<file path="src/common/lc4_pkg.sv">
package lc4_pkg;

   // machine word, used for pc, instruction and register data
   typedef logic [15:0] word_t;

   typedef logic [2:0] reg_sel_t;

   // bit 2 is n, bit 1 is z, bit 0 is p
   typedef logic [2:0] nzp_t;

   // only the opcodes this core executes
   typedef enum logic [3:0] {
      OP_BR      = 4'b0000,
      OP_ARITH   = 4'b0001,
      OP_LOGIC   = 4'b0101,
      OP_CONST   = 4'b1001,
      OP_HICONST = 4'b1101
   } opcode_t;

   // one fetched instruction with its address
   typedef struct packed {
      word_t pc;
      word_t insn;
   } fetch_pkt_t;

   localparam word_t RESET_PC = 16'h8200;

   // z is set out of reset
   localparam nzp_t NZP_RESET = 3'b010;

endpackage
</file>
<file path="src/common/insn_stream_if.sv">
`timescale 1ns/100ps

// valid/ready stream of fetched instructions
interface insn_stream_if;
   import lc4_pkg::*;

   logic       valid;
   logic       ready;
   fetch_pkt_t pkt;

   // source holds valid and pkt until the transfer edge
   modport src (
      output valid,
      output pkt,
      input  ready
   );

   modport dst (
      input  valid,
      input  pkt,
      output ready
   );

endinterface

</file>
<file path="src/rtl/lc4_core_top.sv">
`timescale 1ns/100ps

module lc4_core_top #(
   parameter int QUEUE_DEPTH = 4
) (
   input  logic              gwe,
   input  logic              i_rst,
   output logic              o_imem_cyc,
   output logic              o_imem_stb,
   output lc4_pkg::word_t    o_imem_adr,
   input  lc4_pkg::word_t    i_imem_dat,
   input  logic              i_imem_ack,
   output logic              o_wb_valid,
   output lc4_pkg::word_t    o_wb_pc,
   output lc4_pkg::word_t    o_wb_insn,
   output logic              o_wb_we,
   output lc4_pkg::reg_sel_t o_wb_rd,
   output lc4_pkg::word_t    o_wb_data,
   output logic              o_wb_nzp_we,
   output lc4_pkg::nzp_t     o_wb_nzp
);
   import lc4_pkg::*;

   logic  redirect_valid;
   word_t redirect_pc;

   // fetch to queue, queue to execute
   insn_stream_if s_fetch ();
   insn_stream_if s_issue ();

   lc4_fetch lc4_fetch_i (
      .gwe              (gwe),
      .i_rst            (i_rst),
      .o_imem_cyc       (o_imem_cyc),
      .o_imem_stb       (o_imem_stb),
      .o_imem_adr       (o_imem_adr),
      .i_imem_dat       (i_imem_dat),
      .i_imem_ack       (i_imem_ack),
      .i_redirect_valid (redirect_valid),
      .i_redirect_pc    (redirect_pc),
      .s_fetch          (s_fetch.src)
   );

   // a taken branch empties everything younger than itself
   insn_queue #(
      .QUEUE_DEPTH (QUEUE_DEPTH)
   ) insn_queue_i (
      .gwe     (gwe),
      .i_rst   (i_rst),
      .i_flush (redirect_valid),
      .s_in    (s_fetch.dst),
      .s_out   (s_issue.src)
   );

   lc4_execute lc4_execute_i (
      .gwe              (gwe),
      .i_rst            (i_rst),
      .s_issue          (s_issue.dst),
      .o_redirect_valid (redirect_valid),
      .o_redirect_pc    (redirect_pc),
      .o_wb_valid       (o_wb_valid),
      .o_wb_pc          (o_wb_pc),
      .o_wb_insn        (o_wb_insn),
      .o_wb_we          (o_wb_we),
      .o_wb_rd          (o_wb_rd),
      .o_wb_data        (o_wb_data),
      .o_wb_nzp_we      (o_wb_nzp_we),
      .o_wb_nzp         (o_wb_nzp)
   );

endmodule

</file>
<file path="src/execute/lc4_execute.sv">
`timescale 1ns/100ps

module lc4_execute (
   input  logic              gwe,
   input  logic              i_rst,
   insn_stream_if.dst        s_issue,
   output logic              o_redirect_valid,
   output lc4_pkg::word_t    o_redirect_pc,
   output logic              o_wb_valid,
   output lc4_pkg::word_t    o_wb_pc,
   output lc4_pkg::word_t    o_wb_insn,
   output logic              o_wb_we,
   output lc4_pkg::reg_sel_t o_wb_rd,
   output lc4_pkg::word_t    o_wb_data,
   output logic              o_wb_nzp_we,
   output lc4_pkg::nzp_t     o_wb_nzp
);
   import lc4_pkg::*;

   word_t    insn;
   word_t    pc;
   opcode_t  opcode;
   reg_sel_t rd_sel;
   reg_sel_t rs_sel;
   word_t    rs_data;
   word_t    rt_data;
   word_t    imm5;
   word_t    imm9;
   word_t    operand;
   word_t    result;
   word_t    br_target;
   logic     reg_we;
   logic     is_br;
   logic     taken;
   logic     fire;
   nzp_t     nzp_q;
   nzp_t     nzp_new;

   // one instruction per cycle, never stalls
   assign s_issue.ready = 1'b1;
   assign fire          = s_issue.valid && s_issue.ready;

   assign insn   = s_issue.pkt.insn;
   assign pc     = s_issue.pkt.pc;
   assign opcode = opcode_t'(insn[15:12]);
   assign rd_sel = insn[11:9];
   // hiconst reads its own destination to keep the low byte
   assign rs_sel = (opcode == OP_HICONST) ? rd_sel : insn[8:6];

   assign imm5    = {{11{insn[4]}}, insn[4:0]};
   assign imm9    = {{7{insn[8]}}, insn[8:0]};
   assign operand = insn[5] ? imm5 : rt_data;

   lc4_regfile lc4_regfile_i (
      .gwe       (gwe),
      .i_rst     (i_rst),
      .i_rs_sel  (rs_sel),
      .i_rt_sel  (insn[2:0]),
      .o_rs_data (rs_data),
      .o_rt_data (rt_data),
      .i_we      (fire && reg_we),
      .i_rd_sel  (rd_sel),
      .i_rd_data (result)
   );

   // anything not listed retires as a no-op
   always_comb begin
      result = '0;
      reg_we = 1'b0;
      is_br  = 1'b0;
      case (opcode)
         OP_BR: is_br = 1'b1;
         OP_ARITH: begin
            casez (insn[5:3])
               3'b1??, 3'b000: begin
                  result = rs_data + operand;
                  reg_we = 1'b1;
               end
               3'b010: begin
                  result = rs_data - operand;
                  reg_we = 1'b1;
               end
               default: ;
            endcase
         end
         OP_LOGIC: begin
            casez (insn[5:3])
               3'b1??, 3'b000: begin
                  result = rs_data & operand;
                  reg_we = 1'b1;
               end
               3'b010: begin
                  result = rs_data | operand;
                  reg_we = 1'b1;
               end
               3'b011: begin
                  result = rs_data ^ operand;
                  reg_we = 1'b1;
               end
               default: ;
            endcase
         end
         OP_CONST: begin
            result = imm9;
            reg_we = 1'b1;
         end
         OP_HICONST: begin
            result = {insn[7:0], rs_data[7:0]};
            reg_we = 1'b1;
         end
         default: ;
      endcase
   end

   // condition code of the written value
   assign nzp_new[2] = result[15];
   assign nzp_new[1] = (result == '0);
   assign nzp_new[0] = !result[15] && (result != '0);

   assign br_target = pc + 16'd1 + imm9;
   assign taken     = is_br && |(insn[11:9] & nzp_q);

   assign o_redirect_valid = fire && taken;
   assign o_redirect_pc    = br_target;

   always_ff @(posedge gwe) begin
      if (i_rst) begin
         nzp_q      <= NZP_RESET;
         o_wb_valid <= 1'b0;
      end else begin
         o_wb_valid <= fire;
         if (fire && reg_we) begin
            nzp_q <= nzp_new;
         end
      end
   end

   // retire record, qualified by o_wb_valid
   always_ff @(posedge gwe) begin
      if (fire) begin
         o_wb_pc     <= pc;
         o_wb_insn   <= insn;
         o_wb_we     <= reg_we;
         o_wb_rd     <= reg_we ? rd_sel : '0;
         o_wb_data   <= result;
         o_wb_nzp_we <= reg_we;
         o_wb_nzp    <= reg_we ? nzp_new : '0;
      end
   end

endmodule

</file>
<file path="src/execute/lc4_regfile.sv">
`timescale 1ns/100ps

module lc4_regfile (
   input  logic              gwe,
   input  logic              i_rst,
   input  lc4_pkg::reg_sel_t i_rs_sel,
   input  lc4_pkg::reg_sel_t i_rt_sel,
   output lc4_pkg::word_t    o_rs_data,
   output lc4_pkg::word_t    o_rt_data,
   input  logic              i_we,
   input  lc4_pkg::reg_sel_t i_rd_sel,
   input  lc4_pkg::word_t    i_rd_data
);
   import lc4_pkg::*;

   localparam int NUM_REGS = 8;

   word_t regs_q [NUM_REGS];

   // reads see the old value, a write lands at the edge
   assign o_rs_data = regs_q[i_rs_sel];
   assign o_rt_data = regs_q[i_rt_sel];

   always_ff @(posedge gwe) begin
      if (i_rst) begin
         for (int i = 0; i < NUM_REGS; i++) begin
            regs_q[i] <= '0;
         end
      end else if (i_we) begin
         regs_q[i_rd_sel] <= i_rd_data;
      end
   end

endmodule

</file>
<file path="src/rtl/insn_queue.sv">
`timescale 1ns/100ps

module insn_queue #(
   parameter int QUEUE_DEPTH = 4
) (
   input  logic       gwe,
   input  logic       i_rst,
   input  logic       i_flush,
   insn_stream_if.dst s_in,
   insn_stream_if.src s_out
);
   import lc4_pkg::*;

   localparam int PTR_W = $clog2(QUEUE_DEPTH);
   localparam logic [PTR_W:0] FULL_COUNT = QUEUE_DEPTH[PTR_W:0];

   fetch_pkt_t       mem_q [QUEUE_DEPTH];
   logic [PTR_W-1:0] wr_ptr_q;
   logic [PTR_W-1:0] rd_ptr_q;
   logic [PTR_W:0]   count_q;
   logic             push;
   logic             pop;

   assign s_in.ready  = (count_q != FULL_COUNT);
   assign s_out.valid = (count_q != '0);
   assign s_out.pkt   = mem_q[rd_ptr_q];

   assign push = s_in.valid && s_in.ready;
   assign pop  = s_out.valid && s_out.ready;

   // flush also drops a push in the same cycle
   always_ff @(posedge gwe) begin
      if (i_rst || i_flush) begin
         wr_ptr_q <= '0;
         rd_ptr_q <= '0;
         count_q  <= '0;
      end else begin
         if (push) begin
            wr_ptr_q <= wr_ptr_q + 1'b1;
         end
         if (pop) begin
            rd_ptr_q <= rd_ptr_q + 1'b1;
         end
         case ({push, pop})
            2'b10:   count_q <= count_q + 1'b1;
            2'b01:   count_q <= count_q - 1'b1;
            default: count_q <= count_q;
         endcase
      end
   end

   // pointers wrap by themselves, depth is a power of two
   always_ff @(posedge gwe) begin
      if (push) begin
         mem_q[wr_ptr_q] <= s_in.pkt;
      end
   end

endmodule

</file>
<file path="src/fetch/lc4_fetch.sv">
`timescale 1ns/100ps

module lc4_fetch (
   input  logic           gwe,
   input  logic           i_rst,
   output logic           o_imem_cyc,
   output logic           o_imem_stb,
   output lc4_pkg::word_t o_imem_adr,
   input  lc4_pkg::word_t i_imem_dat,
   input  logic           i_imem_ack,
   input  logic           i_redirect_valid,
   input  lc4_pkg::word_t i_redirect_pc,
   insn_stream_if.src     s_fetch
);
   import lc4_pkg::*;

   typedef enum logic [1:0] {
      S_IDLE,
      S_BUS,
      S_HOLD
   } state_t;

   state_t state_q;
   // address of the instruction on the bus or held, next fetch when idle
   word_t  pc_q;
   word_t  adr_q;
   word_t  insn_q;
   logic   discard_q;
   word_t  start_pc;
   word_t  hold_next_pc;
   logic   push;
   logic   leave_hold;

   assign push       = s_fetch.valid && s_fetch.ready;
   assign start_pc   = i_redirect_valid ? i_redirect_pc : pc_q;
   assign hold_next_pc = i_redirect_valid ? i_redirect_pc : pc_q + 16'd1;
   // a held packet is dropped by redirect, or leaves by transfer
   assign leave_hold = (state_q == S_HOLD) && (i_redirect_valid || push);

   always_ff @(posedge gwe) begin
      if (i_rst) begin
         state_q   <= S_IDLE;
         pc_q      <= RESET_PC;
         discard_q <= 1'b0;
      end else begin
         case (state_q)
            S_IDLE: begin
               state_q <= S_BUS;
               pc_q    <= start_pc;
            end
            S_BUS: begin
               if (i_redirect_valid) begin
                  pc_q <= i_redirect_pc;
               end
               if (i_imem_ack) begin
                  discard_q <= 1'b0;
                  // stale response, refetch from the new pc
                  if (discard_q || i_redirect_valid) begin
                     state_q <= S_IDLE;
                  end else begin
                     state_q <= S_HOLD;
                  end
               end else if (i_redirect_valid) begin
                  discard_q <= 1'b1;
               end
            end
            S_HOLD: begin
               if (leave_hold) begin
                  state_q <= S_BUS;
                  pc_q    <= hold_next_pc;
               end
            end
            default: state_q <= S_IDLE;
         endcase
      end
   end

   // bus address is latched when a cycle starts and stays put until ack
   always_ff @(posedge gwe) begin
      if (state_q == S_IDLE) begin
         adr_q <= start_pc;
      end else if (leave_hold) begin
         adr_q <= hold_next_pc;
      end
      if (state_q == S_BUS && i_imem_ack) begin
         insn_q <= i_imem_dat;
      end
   end

   assign o_imem_cyc = (state_q == S_BUS);
   assign o_imem_stb = (state_q == S_BUS);
   assign o_imem_adr = adr_q;

   assign s_fetch.valid = (state_q == S_HOLD);
   assign s_fetch.pkt   = '{pc: pc_q, insn: insn_q};

endmodule

</file>
<file path="config.mk">
export PLATFORM = sky130hd
export DESIGN_NAME = lc4_core_top
export DESIGN_NICKNAME = d
export VERILOG_FILES = /design/src/common/lc4_pkg.sv /design/src/common/insn_stream_if.sv /design/src/rtl/lc4_core_top.sv /design/src/execute/lc4_execute.sv /design/src/execute/lc4_regfile.sv /design/src/rtl/insn_queue.sv /design/src/fetch/lc4_fetch.sv
export SDC_FILE = /design/constraint.sdc
export NUM_CORES = 1
export LEC_CHECK = 0
export ABC_AREA = 1
export CELL_PAD_IN_SITES_DETAIL_PLACEMENT = 0
export CELL_PAD_IN_SITES_GLOBAL_PLACEMENT = 2
export CORE_ASPECT_RATIO = 1.5
export CORE_MARGIN = 5
export CORE_UTILIZATION = 30
export CTS_CLUSTER_SIZE = 25
export DETAILED_ROUTE_END_ITERATION = 8
export DONT_BUFFER_PORTS = 1
export PLACE_DENSITY_LB_ADDON = 0.2
export SLEW_MARGIN = 20
export SYNTH_ARGS = -nofsm -noshare
export SYNTH_HDL_FRONTEND = slang
export SYNTH_SLANG_ARGS = --single-unit
</file>
<file path="constraint.sdc">
create_clock -name gwe -period 6.42 [get_ports gwe]
set_input_delay 1.284 -clock gwe [delete_from_list [all_inputs] [get_ports gwe]]
set_output_delay 1.284 -clock gwe [all_outputs]
set_load 0.005 [all_outputs]
</file>
==> results of run 1 <==
[sequential cells by signal, summed over array words and instances, names as in the netlist, 2 cells and up, named ones only]
name	flops
insn_queue_i.count_q	3
lc4_execute_i.o_wb_rd	3
lc4_execute_i.o_wb_nzp	3
lc4_execute_i.lc4_regfile_i.regs_q	128
lc4_execute_i.nzp_q	3
insn_queue_i.wr_ptr_q	2
lc4_execute_i.o_wb_data	16
lc4_fetch_i.pc_q	16
insn_queue_i.mem_q	128
insn_queue_i.rd_ptr_q	2
lc4_execute_i.o_wb_pc	16
lc4_execute_i.o_wb_insn	16
lc4_fetch_i.insn_q	16
lc4_fetch_i.o_imem_adr	16
lc4_fetch_i.state_q	2
[area by class of cell]
| type | instances | area (sq um) |
|---|---|---|
| clock buffer | 54 | 1110 |
| clock inverter | 22 | 178 |
| fill | 6910 | 44200 |
| inverter | 286 | 1080 |
| multi-input combinational | 1492 | 7680 |
| sequential | 375 | 10900 |
| tap | 885 | 1110 |
| timing repair buffer | 57 | 484 |
[layout by cell type, fill, tap and decap left out, types with 5 or more instances in the layout]
cell	synthesis	final
nand2_1	525	524
edfxtp_1	343	343
inv_1	257	256
nor2_1	247	241
o21ai_0	163	162
nand3_1	136	135
a21oi_1	97	97
ha_1	66	66
buf_4	9	50
o211ai_1	41	41
clkbuf_16	0	41
o22ai_1	34	33
dfxtp_1	32	31
o21ai_1	20	21
xor2_1	21	21
clkinv_1	8	18
a31oi_1	18	18
inv_2	18	17
nand2_2	15	16
nand3_2	13	14
nor3_1	14	14
clkinv_2	2	9
clkbuf_1	26	9
nor2_2	6	8
nand2_4	6	6
nand3b_1	6	6
nand4_1	6	6
or2_2	6	6
nor2_4	1	5
xnor2_1	5	5
[worst max-delay path, delay by kind of cell (launching register included)]
| kind | cells | cell delay (ns) |
|---|---|---|
| flip-flops | 1 | 0.52 |
| adder cells (fa/ha/maj) | 1 | 0.30 |
| AND/OR/NAND/NOR | 16 | 1.99 |
| AO/OA/AOI/OAI | 7 | 1.79 |
| buffers and inverters | 7 | 0.92 |
[metrics by stage]
step	area (sq um)	setup slack, ns	utilization
floorplan	20200	1.84	-
global placement	21300	0.514	0.319
detailed placement	21300	0.455	0.319
CTS	22600	0.460	0.338
global route	22600	0.0654	0.338
finish	22600	0.598	0.338
[how the worst max path moves through the flow]
stage | end | cells past startpoint | slack (ns)
after floorplan | lc4_execute_i.o_wb_nzp[0] | 27 | 1.84
after global placement | lc4_execute_i.lc4_regfile_i.regs_q[7][14] | 32 | 0.51
after detailed placement | lc4_execute_i.o_wb_nzp[0] | 34 | 0.45
after CTS | lc4_execute_i.o_wb_nzp[0] | 34 | 0.46
after global routing | lc4_execute_i.o_wb_nzp[0] | 38 | 0.07
final | lc4_execute_i.o_wb_nzp[0] | 31 | 0.60
[cell families after synthesis]
family,Yosys count,share of synthesized area
flip-flops,375,0.542
AND/OR/NAND/NOR,993,0.209
XOR/XNOR,26,0.0113
adder cells (fa/ha/maj),69,0.0439
AO/OA/AOI/OAI,402,0.113
buffers and inverters,379,0.0802
multiplexers,2,0.000991
[per-layer routing]
layer | track usage | part of all wire | routed length (um) | up-vias
met3 | 0.0270 | 0.044 | 3270 | 113
li1 | - | - | - | 7561
met2 | 0.373 | 0.53 | 39300 | 386
met4 | 0.0916 | 0.051 | 3750 | 0
met1 | 0.218 | 0.37 | 27300 | 7679
met5 | 0 | 0 | 0 | -
[what timing repair did]
action	CTS	global route
resized for setup	0	9
setup endpoints to repair	0	13
hold endpoints to repair	0	0
==> results_dict.tcl, run 1 <==
set metrics [dict create \
    worst_ep_required_time_ns 6.75 \
    syn_nets 2334 \
    yosys_warnings 0 \
    ys.flop_type "edfxtp_1" \
    clock_skew_ns 0.0193 \
    critPathArrivalTime_ns 6.15 \
    yosysTopAreaCellShare 0.510 \
    die_h_um 328 \
    status "finished, final reports clean" \
    clkTransAtPathRegs_ns 0.06 \
    min_delay_path_depth 2 \
    syn_to_final_growth_pct 11.9 \
    postCtsSetupBuffers 0 \
    postCtsHoldBufs 0 \
    rows 116 \
    max_freq_mhz 172 \
    path_class "reg2reg" \
    syn_inst 2246 \
    holdCritStartpoint "lc4_fetch_i.discard_q" \
    async_flop_share 0 \
    antenna_cells 0 \
    synthDistinctLibCells 55 \
    drive_above_1_share 0.0888 \
    wire_per_inst_um 23.2 \
    clk_path_buf_depth 3 \
    maxCapViolCount 0 \
    slowest_delay_ns 0.86 \
    grt_setup_unrepaired "no" \
    tns_ns 0 \
    instances_no_fill 3171 \
    gp_congestion 0.852 \
    synth_area_sq_mm 0.0202 \
    cts_buffers 41 \
    num_vias 15739 \
    numPlacedInstances 3095 \
    whs_ns 0.494 \
    io_buffers 0 \
    postRouteAntennaNets 0 \
    cts_tree "done" \
    slowest_stage "o21ai_2" \
    drt_first_pass_iters 8 \
    drt_iter0_drc 1019 \
    die_w_um 222 \
    hold_viol 0 \
    grt_start_max_net_pins 60 \
    grt_usage 0.197 \
    ff2ff_path_depth 31 \
    hold_class "reg2reg" \
    htreeDepth 2 \
    synth_seq_area_share 0.542 \
    synth_common_cells "525 x nand2_1, 343 x edfxtp_1, 257 x inv_1" \
    synth-edff-count 343 \
    cts-root-buf "clkbuf_16" \
    setup_violations 0 \
    clock_sinks 375 \
    grt_pass1_wl_mm 106 \
    dieArea_sq_mm 0.0727 \
    final_nets 2341 \
    synth_area_per_cell_sq_um 8.99 \
    synth_largest_area_cell "edfxtp_1" \
    clock_latency_ns 0.59 \
    slew_headroom 0.264 \
    first_global_vias 15756 \
    period_share 0.907 \
    drc 0 \
    synth-seq-cells 375 \
    grt-ovfl-total 0 \
    end_kind "flop" \
    cp-start-kind "flop" \
    antenna_found_initial 1 \
    drt-total-wl_mm 73.6 \
    initial_core_util 0.302 \
    min_period_ns 5.82 \
    hold-path-endpoint "lc4_fetch_i.discard_q" \
    r2r_slack_ns 0.60 \
    r2r_end "lc4_execute_i.o_wb_nzp[0]" \
    yosysMostFrequentCell "nand2_1" \
    ioPinCount 94 \
    tightest_slew_ns 1.10 \
    crit_top_cell "nand3_1" \
    slew_violations 0 \
    vias_per_cell 4.96 \
    cp_max_fo 13 \
    hpwl_mm 51.7 \
    core_area_sq_mm 0.0668 \
    synth.area.top_cells "edfxtp_1 51%, nand2_1 9.8%, inv_1 4.8%" \
]
Power of run 1 is not shown: default switching activity piles up to over one toggle a cycle in this logic, so the estimate is an artifact.
==> run 2, diff against run 1 <==
- CELL_PAD_IN_SITES_GLOBAL_PLACEMENT: 2 -> 1
==> run 2 against run 1 <==
Effect of this change: first-iteration DRC count is 1.2% higher; maximum frequency is 1.9% lower; utilization about the same; critical path depth unchanged; clock skew is 0.0021 ns lower; register-to-register slack got worse by 0.11 ns; global-route usage is 0.25 points lower; sequential share of layout area about the same; flip-flop and latch count did not move; via count is 0.38% higher; non-clock buffer count shrank 6; count of clock-buffer cells in the layout fell by 2; critical path type unchanged.
==> results_dict.tcl, run 2 (synthesized netlist as in run 1, its figures left out) <==
set metrics [dict create \
    tns_ns 0 \
    timing.final.ws_setup_ns 0.483 \
    wire_per_inst_um 23.0 \
    cp_max_fo 29 \
    antenna_found_initial 1 \
    syn_to_final_growth_pct 11.9 \
    dieArea_sq_mm 0.0727 \
    max_freq_mhz 168 \
    min_delay_path_depth 2 \
    holdCritStartpoint "insn_queue_i.rd_ptr_q[1]" \
    worst_ep_required_time_ns 6.77 \
    hold_viol 0 \
    clock_skew_ns 0.0173 \
    num_vias 15799 \
    drt_first_pass_iters 5 \
    grt_pass1_wl_mm 106 \
    period_share 0.925 \
    ff2ff_path_depth 31 \
    critPathArrivalTime_ns 6.28 \
    initial_core_util 0.302 \
    clock_sinks 375 \
    cts_tree "done" \
    pre_cts_slack_ns 0.334 \
    clock_latency_ns 0.60 \
    hpwl_mm 51.7 \
    cts_resized 0 \
    die_h_um 328 \
    cts_buffers 42 \
    grt_start_max_net_pins 51 \
    status "finished, final reports clean" \
    gp_congestion 0.895 \
    die_w_um 222 \
    htreeDepth 2 \
    postCtsSetupBuffers 0 \
    vias_per_cell 4.99 \
    drive_above_1_share 0.0882 \
    setup_violations 0 \
    drt_iter0_drc 1031 \
    slowest_delay_ns 0.45 \
    whs_ns 0.494 \
    grt-ovfl-total 0 \
    rows 116 \
    min_period_ns 5.94 \
    cp-start-kind "flop" \
    final_common_cell "nand2_1" \
    hold_class "reg2reg" \
    critPathTopFamily "simple AND/OR/NAND/NOR gates" \
    slew_headroom 0.246 \
    maxCapViolCount 0 \
    slowest_stage "nor2_1" \
    crit_buf_inv 4 \
    first_global_vias 15746 \
    reg_top3 "insn_queue_i.mem_q: 128 flops, lc4_execute_i.lc4_regfile_i.regs_q: 128 flops" \
    crit_top_cell "nand3_1" \
    final_nets 2336 \
    slew_violations 0 \
    drt-total-wl_mm 72.8 \
    ioPinCount 94 \
    r2r_slack_ns 0.48 \
    fill_cells 6996 \
    clkTransAtPathRegs_ns 0.06 \
    fin_area_sq_mm 0.0226 \
    grt_setup_unrepaired "no" \
    end_kind "flop" \
    postCtsHoldBufs 0 \
    clk_path_buf_depth 3 \
    layout_common_cells "524 x nand2_1, 343 x edfxtp_1, 256 x inv_1" \
    path_class "reg2reg" \
    core_area_sq_mm 0.0668 \
    tightest_slew_ns 1.13 \
    seqCellArea_sq_mm 0.0109 \
    placed_cell_area_sq_mm 0.0212 \
    postRouteAntennaNets 0 \
    multi_input_area_sq_mm 0.00769 \
    io_buffers 0 \
    r2r_end "lc4_execute_i.o_wb_nzp[0]" \
    cts-root-buf "clkbuf_16" \
    grt_usage 0.195 \
    drc 0 \
]
run 2: how the worst max path moves through the flow:
stage	endpoint	slack, ns	cells after the start
after floorplan	lc4_execute_i.o_wb_nzp[0]	1.84	27
after global placement	lc4_execute_i.o_wb_nzp[0]	0.43	33
after detailed placement	lc4_execute_i.o_wb_nzp[0]	0.33	30
after CTS	lc4_execute_i.o_wb_nzp[0]	0.32	30
after global routing	lc4_execute_i.o_wb_nzp[0]	0.03	31
final	lc4_execute_i.o_wb_nzp[0]	0.48	31
run 2: layout make-up:
type | count | area share
multi-input combinational | 1492 | 0.340
inverter | 286 | 0.0481
sequential | 375 | 0.484
clock inverter | 24 | 0.0122
antenna | 1 | 0.000111
tap | 885 | 0.0490
timing repair buffer | 51 | 0.0177
clock buffer | 52 | 0.0486
run 2: per-layer routing:
layer	GRT usage	vias to the layer above	part of all wire
met3	0.0342	147	0.044
met2	0.366	433	0.53
met1	0.206	7659	0.37
met4	0.105	2	0.061
li1	-	7558	-
met5	0	-	0.000096
run 2: worst reg2reg max path, delay by kind of cell (launching register included):
family                   cells  cell delay (ns)
buffers and inverters        4             0.77
adder cells (fa/ha/maj)      1             0.37
flip-flops                   1             0.32
AND/OR/NAND/NOR             23             3.78
AO/OA/AOI/OAI                2             0.33
XOR/XNOR                     1             0.17
run 2: through the flow:
| step | instances | utilization |
|---|---|---|
| 2_1_floorplan | 2246 | - |
| 3_3_place_gp | 3089 | 0.318 |
| 3_5_place_dp | 3089 | 0.318 |
| 4_1_cts | 3165 | 0.338 |
| 5_1_grt | 3165 | 0.339 |
| 6_report | 3166 | 0.339 |
Power of run 2 is left out for the same reason.
